### config.mk
export PLATFORM = sky130hd
export DESIGN_NAME = regAddrTop
export DESIGN_NICKNAME = d
export VERILOG_FILES = /design/src/archPkg.sv /design/src/pipePkg.sv /design/src/hazardIf.sv /design/src/addressPath.sv /design/src/bankedRegDecode.sv /design/src/hazardUnit.sv /design/src/memWaitTimer.sv /design/src/regAddrTop.sv
export SDC_FILE = /design/constraint.sdc
export NUM_CORES = 1
export LEC_CHECK = 0
export ABC_AREA = 1
export BUFFER_PORTS_ARGS = -buffer_cell sky130_fd_sc_hd__buf_4
export CORE_UTILIZATION = 40
export CTS_BUF_LIST = sky130_fd_sc_hd__clkbuf_16
export CTS_CLUSTER_DIAMETER = 200
export DETAILED_ROUTE_END_ITERATION = 7
export SLEW_MARGIN = 20
export SYNTH_ARGS = -nofsm -noshare
export SYNTH_HDL_FRONTEND = slang
export SYNTH_SLANG_ARGS = --single-unit
### constraint.sdc
create_clock -name clk -period 3.5 [get_ports clk]
set_input_delay 0.525 -clock clk [delete_from_list [all_inputs] [get_ports clk]]
set_output_delay 0.525 -clock clk [all_outputs]
set_load 0.01 [all_outputs]
### src/archPkg.sv
`default_nettype none

package archPkg;

  // ============================
  // Physical register file layout
  // ============================
  localparam int NumPhysRegs = 31;

  // One hot line, bit n selects physical register n
  typedef logic [NumPhysRegs-1:0] physSel_t;

  // Mode one-hot, user/sys in the top bit down to undef in bit 0
  typedef logic [5:0] modeOneHot_t;

  localparam int ModeBitUsr = 5;
  localparam int ModeBitFiq = 4;
  localparam int ModeBitIrq = 3;
  localparam int ModeBitSvc = 2;
  localparam int ModeBitAbt = 1;
  localparam int ModeBitUnd = 0;

  // CPSR mode field codes
  localparam logic [4:0] ModeUsr = 5'b10000;
  localparam logic [4:0] ModeFiq = 5'b10001;
  localparam logic [4:0] ModeIrq = 5'b10010;
  localparam logic [4:0] ModeSvc = 5'b10011;
  localparam logic [4:0] ModeAbt = 5'b10111;
  localparam logic [4:0] ModeUnd = 5'b11011;
  localparam logic [4:0] ModeSys = 5'b11111;

  localparam logic [3:0] RegPc = 4'd15;

  // Banked copies above the shared r0..r15
  // r0-r7 and r15 shared by all modes
  // r8-r12 go to FiqBankBase+0..4 in fiq only
  // r13/r14 go to bank base +0/+1, fiq uses FiqBankBase+5/+6
  // Unknown mode codes act as user
  localparam int FiqBankBase = 16;
  localparam int IrqBankBase = 23;
  localparam int SvcBankBase = 25;
  localparam int AbtBankBase = 27;
  localparam int UndBankBase = 29;

endpackage

`default_nettype wire

### src/pipePkg.sv
`default_nettype none

package pipePkg;

  // ============================
  // Forwarding and hazard FSM
  // ============================

  // Operand source for the Execute stage
  typedef enum logic [1:0] {
    FwdReg = 2'b00,
    FwdWb  = 2'b01,
    FwdMem = 2'b10
  } fwdSel_t;

  typedef enum logic {
    HazRun     = 1'b0,
    HazMemWait = 1'b1
  } hazState_t;

  // Extra stall cycles while a load sits in Memory
  localparam int MemWaitCycles = 2;

  // Counter holds MemWaitCycles-1 at most, never narrower than one bit
  localparam int TimerWidth = (MemWaitCycles > 1) ? $clog2(MemWaitCycles) : 1;

endpackage

`default_nettype wire

### src/hazardIf.sv
`timescale 1ns/1ns
`default_nettype none

interface hazardIf;

  // Overlap of a read address with a later-stage write address
  logic match1DE;
  logic match2DE;
  logic match1EM;
  logic match2EM;
  logic match1EW;
  logic match2EW;

  // Stage register holds and clears
  logic stallE;
  logic stallM;
  logic stallW;
  logic flushM;
  logic flushW;

  // Address path side
  modport path (
    output match1DE, match2DE, match1EM, match2EM, match1EW, match2EW,
    input  stallE, stallM, stallW, flushM, flushW
  );

  // Hazard FSM side
  modport hazard (
    input  match1DE, match2DE, match1EM, match2EM, match1EW, match2EW,
    output stallE, stallM, stallW, flushM, flushW
  );

endinterface

`default_nettype wire

### src/addressPath.sv
`timescale 1ns/1ns
`default_nettype none

module addressPath
  import archPkg::*;
(
  input  wire logic        clk,
  input  wire logic        arstN,
  input  wire logic [31:0] instrD,
  input  wire logic [1:0]  regSrcD,
  input  wire logic [3:0]  regFileRzD,
  input  wire logic [4:0]  cpsrMode,
  output physSel_t         ra1D,
  output physSel_t         ra2D,
  output physSel_t         wa3W,
  hazardIf.path            hz
);

  modeOneHot_t modeD;
  logic [3:0]  ra1RnD;
  logic [3:0]  ra1NumD;
  logic [3:0]  ra2NumD;
  logic [3:0]  wa3NumD;
  physSel_t    wa3D;
  physSel_t    wa3E;
  physSel_t    ra1E;
  physSel_t    ra2E;
  physSel_t    wa3M;

  // ============================
  // Decode stage
  // ============================

  // Mode field to one-hot, anything unknown runs as user
  always_comb begin
    modeD = '0;
    case (cpsrMode)
      ModeFiq: modeD[ModeBitFiq] = 1'b1;
      ModeIrq: modeD[ModeBitIrq] = 1'b1;
      ModeSvc: modeD[ModeBitSvc] = 1'b1;
      ModeAbt: modeD[ModeBitAbt] = 1'b1;
      ModeUnd: modeD[ModeBitUnd] = 1'b1;
      ModeUsr, ModeSys: modeD[ModeBitUsr] = 1'b1;
      default: modeD[ModeBitUsr] = 1'b1;
    endcase
  end

  // Port 1 takes Rn, PC, or Rs for register-shifted operands
  assign ra1RnD  = regSrcD[0] ? RegPc : instrD[19:16];
  assign ra1NumD = (regFileRzD[2] & regFileRzD[3]) ? instrD[11:8] : ra1RnD;
  // Port 2 takes Rm, or Rd for stores
  assign ra2NumD = regSrcD[1] ? instrD[15:12] : instrD[3:0];
  assign wa3NumD = instrD[15:12];

  bankedRegDecode ra1Dec (.regNum(ra1NumD), .en(regFileRzD[0]), .mode(modeD), .physSel(ra1D));
  bankedRegDecode ra2Dec (.regNum(ra2NumD), .en(regFileRzD[1]), .mode(modeD), .physSel(ra2D));
  bankedRegDecode wa3Dec (.regNum(wa3NumD), .en(regFileRzD[2]), .mode(modeD), .physSel(wa3D));

  // ============================
  // Execute stage
  // ============================
  always_ff @(posedge clk or negedge arstN) begin
    if (!arstN) begin
      wa3E <= '0;
      ra1E <= '0;
      ra2E <= '0;
    end else if (!hz.stallE) begin
      wa3E <= wa3D;
      ra1E <= ra1D;
      ra2E <= ra2D;
    end
  end

  // Decode reads against the write in Execute
  assign hz.match1DE = |(wa3E & ra1D);
  assign hz.match2DE = |(wa3E & ra2D);

  // ============================
  // Memory stage
  // ============================

  // Match bits ride along with the writer into Memory
  always_ff @(posedge clk or negedge arstN) begin
    if (!arstN) begin
      wa3M        <= '0;
      hz.match1EM <= 1'b0;
      hz.match2EM <= 1'b0;
    end else if (hz.flushM) begin
      wa3M        <= '0;
      hz.match1EM <= 1'b0;
      hz.match2EM <= 1'b0;
    end else if (!hz.stallM) begin
      wa3M        <= wa3E;
      hz.match1EM <= hz.match1DE;
      hz.match2EM <= hz.match2DE;
    end
  end

  // ============================
  // Writeback stage
  // ============================
  always_ff @(posedge clk or negedge arstN) begin
    if (!arstN) begin
      wa3W <= '0;
    end else if (hz.flushW) begin
      wa3W <= '0;
    end else if (!hz.stallW) begin
      wa3W <= wa3M;
    end
  end

  // Execute reads against the write in Writeback
  assign hz.match1EW = |(wa3W & ra1E);
  assign hz.match2EW = |(wa3W & ra2E);

  // Mode decode never lands on two banks at once
  modeOneHotChk: assert property (@(posedge clk) disable iff (!arstN) $onehot0(modeD))
    else $error("addressPath: mode one-hot %b", modeD);

endmodule

`default_nettype wire

### src/bankedRegDecode.sv
`timescale 1ns/1ns
`default_nettype none

module bankedRegDecode
  import archPkg::*;
(
  input  wire logic [3:0]  regNum,
  input  wire logic        en,
  input  wire modeOneHot_t mode,
  output physSel_t         physSel
);

  logic [4:0] physIdx;
  logic [4:0] bankOfs;

  // r14 sits one above r13 in each bank
  assign bankOfs = (regNum == 4'd14) ? 5'd1 : 5'd0;

  always_comb begin
    // Shared register by default
    physIdx = {1'b0, regNum};
    if (mode[ModeBitFiq] && regNum >= 4'd8 && regNum <= 4'd14) begin
      // Fiq banks r8 through r14 as one block
      physIdx = 5'(FiqBankBase) + 5'(regNum - 4'd8);
    end else if (regNum == 4'd13 || regNum == 4'd14) begin
      // SP and LR banked per privileged mode
      if (mode[ModeBitIrq]) begin
        physIdx = 5'(IrqBankBase) + bankOfs;
      end else if (mode[ModeBitSvc]) begin
        physIdx = 5'(SvcBankBase) + bankOfs;
      end else if (mode[ModeBitAbt]) begin
        physIdx = 5'(AbtBankBase) + bankOfs;
      end else if (mode[ModeBitUnd]) begin
        physIdx = 5'(UndBankBase) + bankOfs;
      end
    end
  end

  // Disabled port drives no line at all
  assign physSel = en ? (physSel_t'(1'b1) << physIdx) : '0;

  // Exactly one line when enabled
  always_comb begin
    assert final ($onehot0(physSel) && (en == (|physSel)))
      else $error("bankedRegDecode: bad line %h for r%0d", physSel, regNum);
  end

endmodule

`default_nettype wire

### src/hazardUnit.sv
`timescale 1ns/1ns
`default_nettype none

module hazardUnit
  import pipePkg::*;
(
  input  wire logic clk,
  input  wire logic arstN,
  input  wire logic loadE,
  hazardIf.hazard   hz,
  input  wire logic done,
  output logic      start,
  output logic      stallD,
  output fwdSel_t   fwdA,
  output fwdSel_t   fwdB
);

  hazState_t state;
  hazState_t stateNext;
  logic      loadM;
  logic      bubbleR;
  logic      memStall;
  logic      useStall;

  // ============================
  // Hazard FSM
  // ============================
  always_comb begin
    stateNext = state;
    start     = 1'b0;
    memStall  = 1'b0;
    useStall  = 1'b0;
    case (state)
      HazRun: begin
        // Load in Memory beats a pending load-use bubble
        if (loadM) begin
          start     = 1'b1;
          memStall  = 1'b1;
          stateNext = HazMemWait;
        end else if (loadE && (hz.match1DE || hz.match2DE) && !bubbleR) begin
          // One bubble only, the load moves on next cycle
          useStall = 1'b1;
        end
      end
      HazMemWait: begin
        // Freeze until the timer's final cycle
        if (done) begin
          stateNext = HazRun;
        end else begin
          memStall = 1'b1;
        end
      end
      default: stateNext = HazRun;
    endcase
  end

  always_ff @(posedge clk or negedge arstN) begin
    if (!arstN) begin
      state   <= HazRun;
      bubbleR <= 1'b0;
    end else begin
      state   <= stateNext;
      bubbleR <= useStall;
    end
  end

  // Load flag follows the instruction into Memory
  always_ff @(posedge clk or negedge arstN) begin
    if (!arstN) begin
      loadM <= 1'b0;
    end else if (hz.flushM) begin
      loadM <= 1'b0;
    end else if (!hz.stallM) begin
      loadM <= loadE;
    end
  end

  // Stage controls
  assign stallD    = memStall | useStall;
  assign hz.stallE = memStall | useStall;
  assign hz.stallM = memStall;
  assign hz.stallW = memStall;
  assign hz.flushW = memStall;
  assign hz.flushM = useStall;

  // Newest result wins, Memory before Writeback
  assign fwdA = hz.match1EM ? FwdMem : (hz.match1EW ? FwdWb : FwdReg);
  assign fwdB = hz.match2EM ? FwdMem : (hz.match2EW ? FwdWb : FwdReg);

  // A bubble into a frozen Memory stage would lose the load
  flushStallChk: assert property (@(posedge clk) disable iff (!arstN) !(hz.flushM && hz.stallM))
    else $error("hazardUnit: flushM with stallM");

endmodule

`default_nettype wire

### src/memWaitTimer.sv
`timescale 1ns/1ns
`default_nettype none

module memWaitTimer
  import pipePkg::*;
(
  input  wire logic clk,
  input  wire logic arstN,
  input  wire logic start,
  output logic      done
);

  logic                  busy;
  logic [TimerWidth-1:0] count;

  // Load on start, count down to zero, then idle
  always_ff @(posedge clk or negedge arstN) begin
    if (!arstN) begin
      busy  <= 1'b0;
      count <= '0;
    end else if (start) begin
      busy  <= 1'b1;
      count <= TimerWidth'(MemWaitCycles - 1);
    end else if (busy) begin
      if (count == '0) begin
        busy <= 1'b0;
      end else begin
        count <= count - 1'b1;
      end
    end
  end

  // Last cycle of the wait
  assign done = busy && (count == '0);

  // Hazard FSM waits for done before the next load
  startIdleChk: assert property (@(posedge clk) disable iff (!arstN) start |-> (count == '0))
    else $error("memWaitTimer: start with count %0d", count);

endmodule

`default_nettype wire

### src/regAddrTop.sv
`timescale 1ns/1ns
`default_nettype none

module regAddrTop
  import archPkg::*;
  import pipePkg::*;
(
  input  wire logic        clk,
  input  wire logic        arstN,
  input  wire logic [31:0] instrD,
  input  wire logic [1:0]  regSrcD,
  input  wire logic [3:0]  regFileRzD,
  input  wire logic [4:0]  cpsrMode,
  input  wire logic        loadE,
  output physSel_t         ra1D,
  output physSel_t         ra2D,
  output physSel_t         wa3W,
  output logic             stallD,
  output logic             stallE,
  output logic             flushM,
  output fwdSel_t          fwdA,
  output fwdSel_t          fwdB
);

  // Match and control bundle between path and FSM
  hazardIf hz ();

  logic timerStart;
  logic timerDone;

  addressPath pathInst (
    .clk        (clk),
    .arstN      (arstN),
    .instrD     (instrD),
    .regSrcD    (regSrcD),
    .regFileRzD (regFileRzD),
    .cpsrMode   (cpsrMode),
    .ra1D       (ra1D),
    .ra2D       (ra2D),
    .wa3W       (wa3W),
    .hz         (hz.path)
  );

  hazardUnit hazInst (
    .clk    (clk),
    .arstN  (arstN),
    .loadE  (loadE),
    .hz     (hz.hazard),
    .done   (timerDone),
    .start  (timerStart),
    .stallD (stallD),
    .fwdA   (fwdA),
    .fwdB   (fwdB)
  );

  memWaitTimer timerInst (
    .clk   (clk),
    .arstN (arstN),
    .start (timerStart),
    .done  (timerDone)
  );

  // Controls visible to the surrounding pipeline
  assign stallE = hz.stallE;
  assign flushM = hz.flushM;

endmodule

`default_nettype wire
==> summary.txt, run 1 <==
STA
  – Setup TNS: 0 ns
  – Slew Viols, Final: 0
  – Final min period: 3.40 ns
  – Worst Tran Pin Value: 0.999 ns
  – Final Skew: 0.00852 ns
  – Final Setup Violations: 0
  – Hold slack: 0.0818 ns
  – Final Cycle Share: 0.972
  – Relative slew slack: 0.334
  – Fmax: 0.294 GHz
  – Number of hold violations in the final report: 0

Synth
  – Syn_nets: 1299
  – Syn Std Cell Area: 8850 sq um
  – Yosys reg bits: 162
  – Post-synthesis area per instance: 7.06 sq um
  – Post-Syn Instances: 1253
  – Seq/Total Area, Yosys: 0.458
  – Yosys warning count: 0
  – Library cells used by synthesis: 36
  – Synth top area share: 0.458
  – Largest area contributor in the netlist: dfrtp_1
  – Synth area leaders: dfrtp_1 46%, nand2_1 19%, nand3_1 10%, nor2_1 7.3%, inv_1 4.5%

Outcome
  – Outcome: completed

Routing
  – Post-route antenna net violation count: 0
  – DR vias/cell: 5.14
  – 1st-iter DRT viols: 563
  – WL per Instance: 17.5 um
  – DRC violations left: 0
  – Total vias in the final route: 9205
  – Drt pass-1 iters: 6
  – Final WL: 31300 um

CTS
  – CTS Sinks: 162
  – CTS max path bufs: 2
  – CTS tree: yes
  – CTS buffer count: 17
  – H-tree depth: 4
  – Clk pin slew, worst setup/hold paths: 0.07 ns
  – # hold bufs at CTS: 0
  – CTS root buf: clkbuf_16
  – Clk Latency, worst-skew pair: 0.43 ns

Die
  – Placeable Area: 21800 sq um
  – Die ar.: 22700 sq um
  – Die Wd: 151 um
  – Row cnt: 54
  – Starting Density: 0.407
  – Die Y: 151 um
  – Io pins: 146

Setup path
  – Critical path class: input pin to output port
  – R2r startpoint: timerInst.count$_DFFE_PN0P_
  – CP max FO: 6
  – R2R cell count: 7
  – Crit start category: input pin
  – Crit. End Element: output port
  – Crit path DAT: 2.88 ns
  – Reg2reg end: pathInst.wa3M[8]$_DFFE_PN0P_
  – Worst Path Required: 2.97 ns
  – R2r setup slk: 1.04 ns

Power
  – Final Power: 5.81 mW
  – P per Cell Area: 477 nW/um^2
  – LEAKAGE: 6.63 nW
  – Max VDD drop: 0.471 mV

Placed design
  – Hpwl dp: 23500 um
  – Dpl cell area: 11000 sq um
  – GPL Wtd Cong: 0.908
  – Port Buf Inserts: 129

GRT
  – All-Layer GR Usage: 0.282
  – Initial antenna violation count: 0
  – Gr ovfl total: 0
  – First-pass GRT wire length: 47300 um
  – Vias in the first global route: 8491
  – Pin count of the biggest net entering global routing: 90

Finish
  – Most frequent cells in the layout: 435 x nand2_1, 264 x buf_4, 165 x nand3_1
  – Leading cell type in the layout, fill and taps excluded: nand2_1
  – Area grow syn2layout: 37.6%
  – Fill cells: 2092
  – Finished Cell Area: 12200 sq um
  – Util after Layout: 0.560
  – Fin nets: 1543
  – Ant diodes: 0
  – Share of cells above drive strength 1: 0.294

Flow run
  – Max_cap viols: 0

Hold path
  – Min-Delay Path Class: input pin to async pin
## cell families after synthesis
group                  count (synthesis)  share of synthesized area
DFF                                  162                      0.458
AOI/OAI and AO/OA                     33                     0.0263
and+or+nand+nor                      887                      0.430
buffers and inverters                171                     0.0853
## stage by stage
stage          setup WS [ns]  std cells
2_1_floorplan          0.118       1253
3_3_place_gp          -0.124       1744
3_5_place_dp          -0.130       1744
4_1_cts              0.00350       1781
5_1_grt              -0.0288       1790
6_report              0.0981       1790
## synthesized netlist by cell type (all sizes together)
cell	n
a21boi	1
o21ai	12
and3	1
o21bai	1
buf	37
inv	117
dfrtp	162
nand2	472
a21oi	6
clkbuf	17
nand3	184
nand3b	1
nor4	4
a2111oi	1
o22ai	1
a221oi	3
a22o	3
o211ai	2
nand4	32
nor3	11
a31oi	3
nor2	182
## registers in the layout, indices dropped and copies added (netlist names), 31 cells and up
| signal | flops |
|---|---|
| pathInst.ra1E | 31 |
| pathInst.wa3E | 31 |
| pathInst.ra2E | 31 |
| pathInst.wa3W | 31 |
| pathInst.wa3M | 31 |
## timing repair
action                     CTS  global route
setup endpoints to repair    3             5
pin swaps                   10            46
setup buffers                5            10
resized for setup           41            99
## metal layers
metal	track usage	up-vias	share of wire
li1	-	4453	-
met5	0	-	0
met1	0.372	4352	0.42
met3	0.0530	58	0.071
met2	0.453	342	0.47
met4	0.119	0	0.033
## worst max-delay path by stage
stage	to	slack [ns]	start	cells after the start
finish	stallE	0.1	instrD[14]	24
global route	stallE	-0.03	cpsrMode[3]	23
CTS	stallD	0.003	regFileRzD[2]	26
detailed placement	stallD	-0.13	regSrcD[1]	24
global placement	stallE	-0.12	regSrcD[1]	24
floorplan	stallE	0.12	regSrcD[1]	24
## report_power, final
group          switching [mW]  leakage (nW)  internal, mW
logic                    1.30          4.11         0.553
registers               0.137          2.25          2.02
clock network           0.854         0.278         0.942
## worst max-delay path, stage by stage
cell and delay [ns]:
buf_4 0.11, inv_1 0.07, nand2_1 0.07, nand2_2 0.12
nor2_2 0.05, nand2_1 0.10, nand2_2 0.09, buf_4 0.14
nand2_1 0.06, nand2_2 0.09, nor2_4 0.14, inv_2 0.07
nor2_4 0.15, inv_2 0.09, nor2_2 0.16, nand2_1 0.07
o211ai_1 0.10, nor2_1 0.08, nand2_1 0.12, nor2_4 0.06
nand3_2 0.09, nand2_4 0.07, nand2_4 0.11, buf_6 0.11
## cell type report
cell class                 count  area [sq um]  share of cell area
tap                          280           350              0.0288
clock buffer                  17           425              0.0349
sequential                   162          4050               0.333
clock inverter                15           140              0.0115
timing repair buffer         279          2200               0.181
multi-input combinational    920          4550               0.374
inverter                     117           448              0.0368
Power figures use the tool's default switching activity.
==> run 2: changes to the inputs <==
Settings changed: ABC_AREA 1 to 0, SYNTH_HIERARCHICAL set to 1.
==> summary.txt, run 2 <==
Finish
  – Util after Layout: 0.596
  – Leading cell type in the layout, fill and taps excluded: buf_4
  – Finished Cell Area: 12100 sq um
  – Area grow syn2layout: 45.2%
  – Fin nets: 1113
  – Most frequent cells in the layout: 272 x buf_4, 162 x dfrtp_1, 113 x nor2_1
  – Ant diodes: 0
  – Share of cells above drive strength 1: 0.468
  – Post-route insts no fill: 1350

Synth
  – Yosys warning count: 6
  – Syn_nets: 837
  – Syn Std Cell Area: 8360 sq um
  – Post-Syn Instances: 791
  – Post-synthesis area per instance: 10.6 sq um

Power
  – LEAKAGE: 6.21 nW
  – P per Cell Area: 510 nW/um^2
  – Final Power: 6.18 mW
  – Max VDD drop: 0.317 mV

CTS
  – # hold bufs at CTS: 0
  – Clk Latency, worst-skew pair: 0.43 ns
  – CTS Sinks: 162
  – CTS max path bufs: 2
  – CTS buffer count: 17
  – Clk pin slew, worst setup/hold paths: 0.07 ns
  – CTS root buf: clkbuf_16
  – H-tree depth: 4
  – CTS tree: yes

Setup path
  – Cell repeated most along the worst path: buf_6
  – Worst setup startpoint: regFileRzD[2]
  – CP peak stage delay: 0.48 ns
  – Crit start category: input pin
  – Reg2reg end: pathInst/wa3E[19]$_DFFE_PN0N_
  – CP max FO: 8
  – Crit-path cells: buf_6 -> and2_4 -> nand2_4 -> o21ai_4 -> nand4b_1 -> a211o_1 -> a31oi_1 -> buf_4 -> buf_4 -> nor2_2 -> a222oi_1 -> nand3_1 -> or4_4 -> o21ai_4 -> buf_6 -> inv_4 -> buf_6
  – CP max stage cell: or4_4
  – R2r setup slk: 0.72 ns
  – Crit. End Element: output port
  – R2R cell count: 10
  – Crit path DAT: 3.67 ns
  – Worst Path Required: 2.97 ns
  – Critical path class: input pin to output port
  – Critical Path End: flushM
  – R2r startpoint: pathInst/wa3E[8]$_DFFE_PN0N_

Die
  – Starting Density: 0.410
  – Placeable Area: 20400 sq um
  – Die Wd: 147 um
  – Die ar.: 21500 sq um
  – Row cnt: 52
  – Die Y: 147 um
  – Io pins: 146

Routing
  – Post-route antenna net violation count: 0
  – DR vias/cell: 5.78
  – WL per Instance: 22.6 um
  – Final WL: 30500 um
  – Drt pass-1 iters: 6
  – 1st-iter DRT viols: 775
  – Total vias in the final route: 7808
  – DRC violations left: 0

STA
  – Fmax: 0.238 GHz
  – Relative slew slack: 0.390
  – Hold slack: 0.195 ns
  – Final Skew: 0.00821 ns
  – Final Cycle Share: 1.20
  – Number of hold violations in the final report: 0
  – Slew Viols, Final: 0
  – Worst Tran Pin Value: 0.915 ns
  – RSZ-0062 raised after global routing: true
  – Final min period: 4.20 ns
  – Final Setup Violations: 130
  – Worst setup margin: -0.697 ns
  – Setup TNS: -49.50 ns

GRT
  – Initial antenna violation count: 0
  – First-pass GRT wire length: 45600 um
  – Pin count of the biggest net entering global routing: 98
  – Gr ovfl total: 0
  – Vias in the first global route: 7573
  – All-Layer GR Usage: 0.285

Placed design
  – Dpl cell area: 10800 sq um
  – GPL Wtd Cong: 0.948
  – # placed instances: 1289
  – Hpwl dp: 22100 um
  – Port Buf Inserts: 129
  – Worst slack, placed: -0.879 ns

Flow run
  – Max_cap viols: 0

Outcome
  – Outcome: finished with violations
  – Violated checks: negative setup slack

Hold path
  – Min-Delay Path Class: input pin to async pin
run 2: report_power, final:
group,internal [mW],switching [mW]
logic,0.950,0.897
clock network,1.06,0.817
registers,2.15,0.309
run 2: worst min-delay path by stage:
stage / to / depth (start not counted) / slack [ns] / startpoint
final: pathInst/wa3W[6]$_DFFE_PN0P_ / 1 / 0.20 / arstN
after global routing: pathInst/wa3W[30]$_DFFE_PN0P_ / 1 / 0.26 / arstN
after CTS: pathInst/wa3W[30]$_DFFE_PN0P_ / 1 / 0.24 / arstN
after detailed placement: timerInst/busy$_DFF_PN0_ / 1 / 0.49 / timerInst/busy$_DFF_PN0_
after global placement: timerInst/busy$_DFF_PN0_ / 1 / 0.47 / timerInst/busy$_DFF_PN0_
after floorplan: hazInst/bubbleR$_DFF_PN0_ / 0 / 0.23 / arstN
run 2: routing by layer:
metal | up-vias | part of all wire | GRT usage
met1 | 3939 | 0.44 | 0.402
met5 | - | 0 | 0
met4 | 0 | 0.024 | 0.0750
met3 | 55 | 0.066 | 0.0513
met2 | 346 | 0.47 | 0.451
li1 | 3468 | - | -
run 2: worst max-delay path: cells and delay by family:
family | cells | cell delay (ns)
AO/OA/AOI/OAI | 5 | 1.14
AND/OR/NAND/NOR | 6 | 1.29
buffers and inverters | 6 | 0.70
run 2: cell type report:
| cell class | count | area, sq um |
|---|---|---|
| fill | 1736 | 8230 |
| multi-input combinational | 568 | 4480 |
| sequential | 162 | 4050 |
| timing repair buffer | 306 | 2630 |
| clock buffer | 17 | 425 |
| tap | 270 | 338 |
| clock inverter | 15 | 158 |
| inverter | 12 | 50.0 |
run 2: repair_timing:
action                                  CTS  global route
gates cloned                              4             4
endpoints found under the setup margin  133           135
setup buffers                            16             7
pin swaps                                40            17
gates resized for setup                  74            38
==> run 3: changes to the inputs <==
Settings changed: REMOVE_ABC_BUFFERS set to 1.
==> summary.txt, run 3 (synthesis gave the netlist of run 2 again) <==
Outcome
  – Outcome: finished with violations
  – Violated checks: negative setup slack

Hold path
  – Min-Delay Path Class: input pin to async pin

Setup path
  – CP max stage cell: or4_4
  – Crit-path cells: buf_4 -> nor2_2 -> nand2_2 -> nor3b_4 -> buf_4 -> nor4_2 -> or3_4 -> or3b_4 -> or3_4 -> nor2_4 -> a222oi_1 -> nand3_1 -> or4_4 -> o21ai_2 -> buf_6 -> nand2_8 -> buf_6
  – Crit. End Element: output port
  – Crit start category: input pin
  – CP max FO: 4
  – CP peak stage delay: 0.60 ns
  – Critical path class: input pin to output port
  – Worst Path Required: 2.97 ns
  – Crit path DAT: 3.80 ns

Routing
  – Drt pass-1 iters: 6
  – WL per Instance: 21.4 um
  – DR vias/cell: 5.64
  – DRC violations left: 0
  – Total vias in the final route: 7730
  – Final WL: 29300 um
  – 1st-iter DRT viols: 614
  – Post-route antenna net violation count: 0

Die
  – Row cnt: 52
  – Io pins: 146
  – Die Y: 147 um
  – Die ar.: 21500 sq um
  – Placeable Area: 20400 sq um
  – Die Wd: 147 um
  – Starting Density: 0.410

STA
  – RSZ-0062 raised after global routing: true
  – Final Cycle Share: 1.24
  – Hold slack: 0.0531 ns
  – Number of hold violations in the final report: 0
  – Final Setup Violations: 131
  – Worst setup margin: -0.825 ns
  – Fmax: 0.231 GHz
  – Worst Tran Pin Value: 0.953 ns
  – Final Skew: 0.00982 ns
  – Final min period: 4.32 ns
  – Slew Viols, Final: 0
  – Relative slew slack: 0.358

GRT
  – Initial antenna violation count: 0
  – Vias in the first global route: 7313
  – All-Layer GR Usage: 0.266
  – First-pass GRT wire length: 42800 um
  – Gr ovfl total: 0
  – Pin count of the biggest net entering global routing: 71

Power
  – Max VDD drop: 0.389 mV
  – LEAKAGE: 6.30 nW
  – P per Cell Area: 498 nW/um^2

Placed design
  – Port Buf Inserts: 129
  – Hpwl dp: 21200 um
  – GPL Wtd Cong: 0.940
  – # placed instances: 1294

Finish
  – Fin nets: 1134
  – Share of cells above drive strength 1: 0.490
  – Fill cells: 1741
  – Ant diodes: 0
  – Most frequent cells in the layout: 290 x buf_4, 162 x dfrtp_1, 104 x nor2_1
  – Post-route insts no fill: 1371
  – Area grow syn2layout: 46.1%
  – Leading cell type in the layout, fill and taps excluded: buf_4

CTS
  – H-tree depth: 4
  – CTS Sinks: 162
  – CTS max path bufs: 2
  – CTS root buf: clkbuf_16
  – CTS buffer count: 17
  – Clk pin slew, worst setup/hold paths: 0.06 ns
  – Clk Latency, worst-skew pair: 0.43 ns
  – # hold bufs at CTS: 0
  – CTS tree: yes

Flow run
  – Max_cap viols: 0
-- run 3: timing repair --
action | in CTS | in global routing
pin swaps | 39 | 17
hold endpoints to repair | 0 | 0
resized for setup | 66 | 68
endpoints found under the setup margin | 142 | 151
gates cloned | 0 | 8
setup buffers | 23 | 14
-- run 3: final cells by class --
cell class | instances | area [sq um] | area share
Multi-Input combinational cell | 568 | 4450 | 0.364
Sequential cell | 162 | 4050 | 0.332
Timing Repair Buffer | 327 | 2760 | 0.226
Clock buffer | 17 | 425 | 0.0348
Tap cell | 270 | 338 | 0.0277
Clock inverter | 15 | 144 | 0.0118
Inverter | 12 | 47.5 | 0.00389
-- run 3: final timing paths --
kind,start,end,slack (ns),depth (start not counted)
max in group asynchronous,arstN,pathInst/wa3E[6]$_DFFE_PN0N_,2.53,2
min,arstN,pathInst/wa3W[10]$_DFFE_PN0P_,0.05,1
min in group clk,loadE,hazInst/loadM$_DFFE_PN0P_,0.34,2
max reg2reg,pathInst/wa3E[15]$_DFFE_PN0N_,pathInst/ra1E[23]$_DFFE_PN0N_,0.61,10
max,cpsrMode[3],stallE,-0.82,17
min reg2reg,timerInst/busy$_DFF_PN0_,timerInst/busy$_DFF_PN0_,0.49,1
-- run 3: metal layers --
layer  vias up  global-route usage  share of wire
met5         -                   0              0
met4         0               0.111          0.035
met3        59              0.0438          0.058
met2       324               0.419           0.47
met1      3830               0.364           0.44
li1       3517                   -              -
-- run 3: where the power goes --
part	internal (mW)	switching [mW]
logic	0.978	0.910
clock network	1.04	0.765
registers	2.16	0.234
-- run 3: worst max-delay path: cells and delay by family --
kind,cells,cell delay (ns)
compound gates,2,0.58
simple gates,11,2.11
buf+inv,4,0.58
-- run 3: metrics by stage --
step	worst slack (ns)	TNS, ns	power, mW	utilization	area (sq um)
final	-0.825	-64.22	6.09	0.600	12200
after global routing	-0.963	-81.55	6.33	0.600	12200
after CTS	-0.645	-31.45	5.81	0.574	11700
after global placement	-0.902	-103.34	3.89	0.525	10700
after floorplan	-3.34	-369.87	3.42	-	8140
after detailed placement	-1.02	-120.56	3.92	0.525	10700
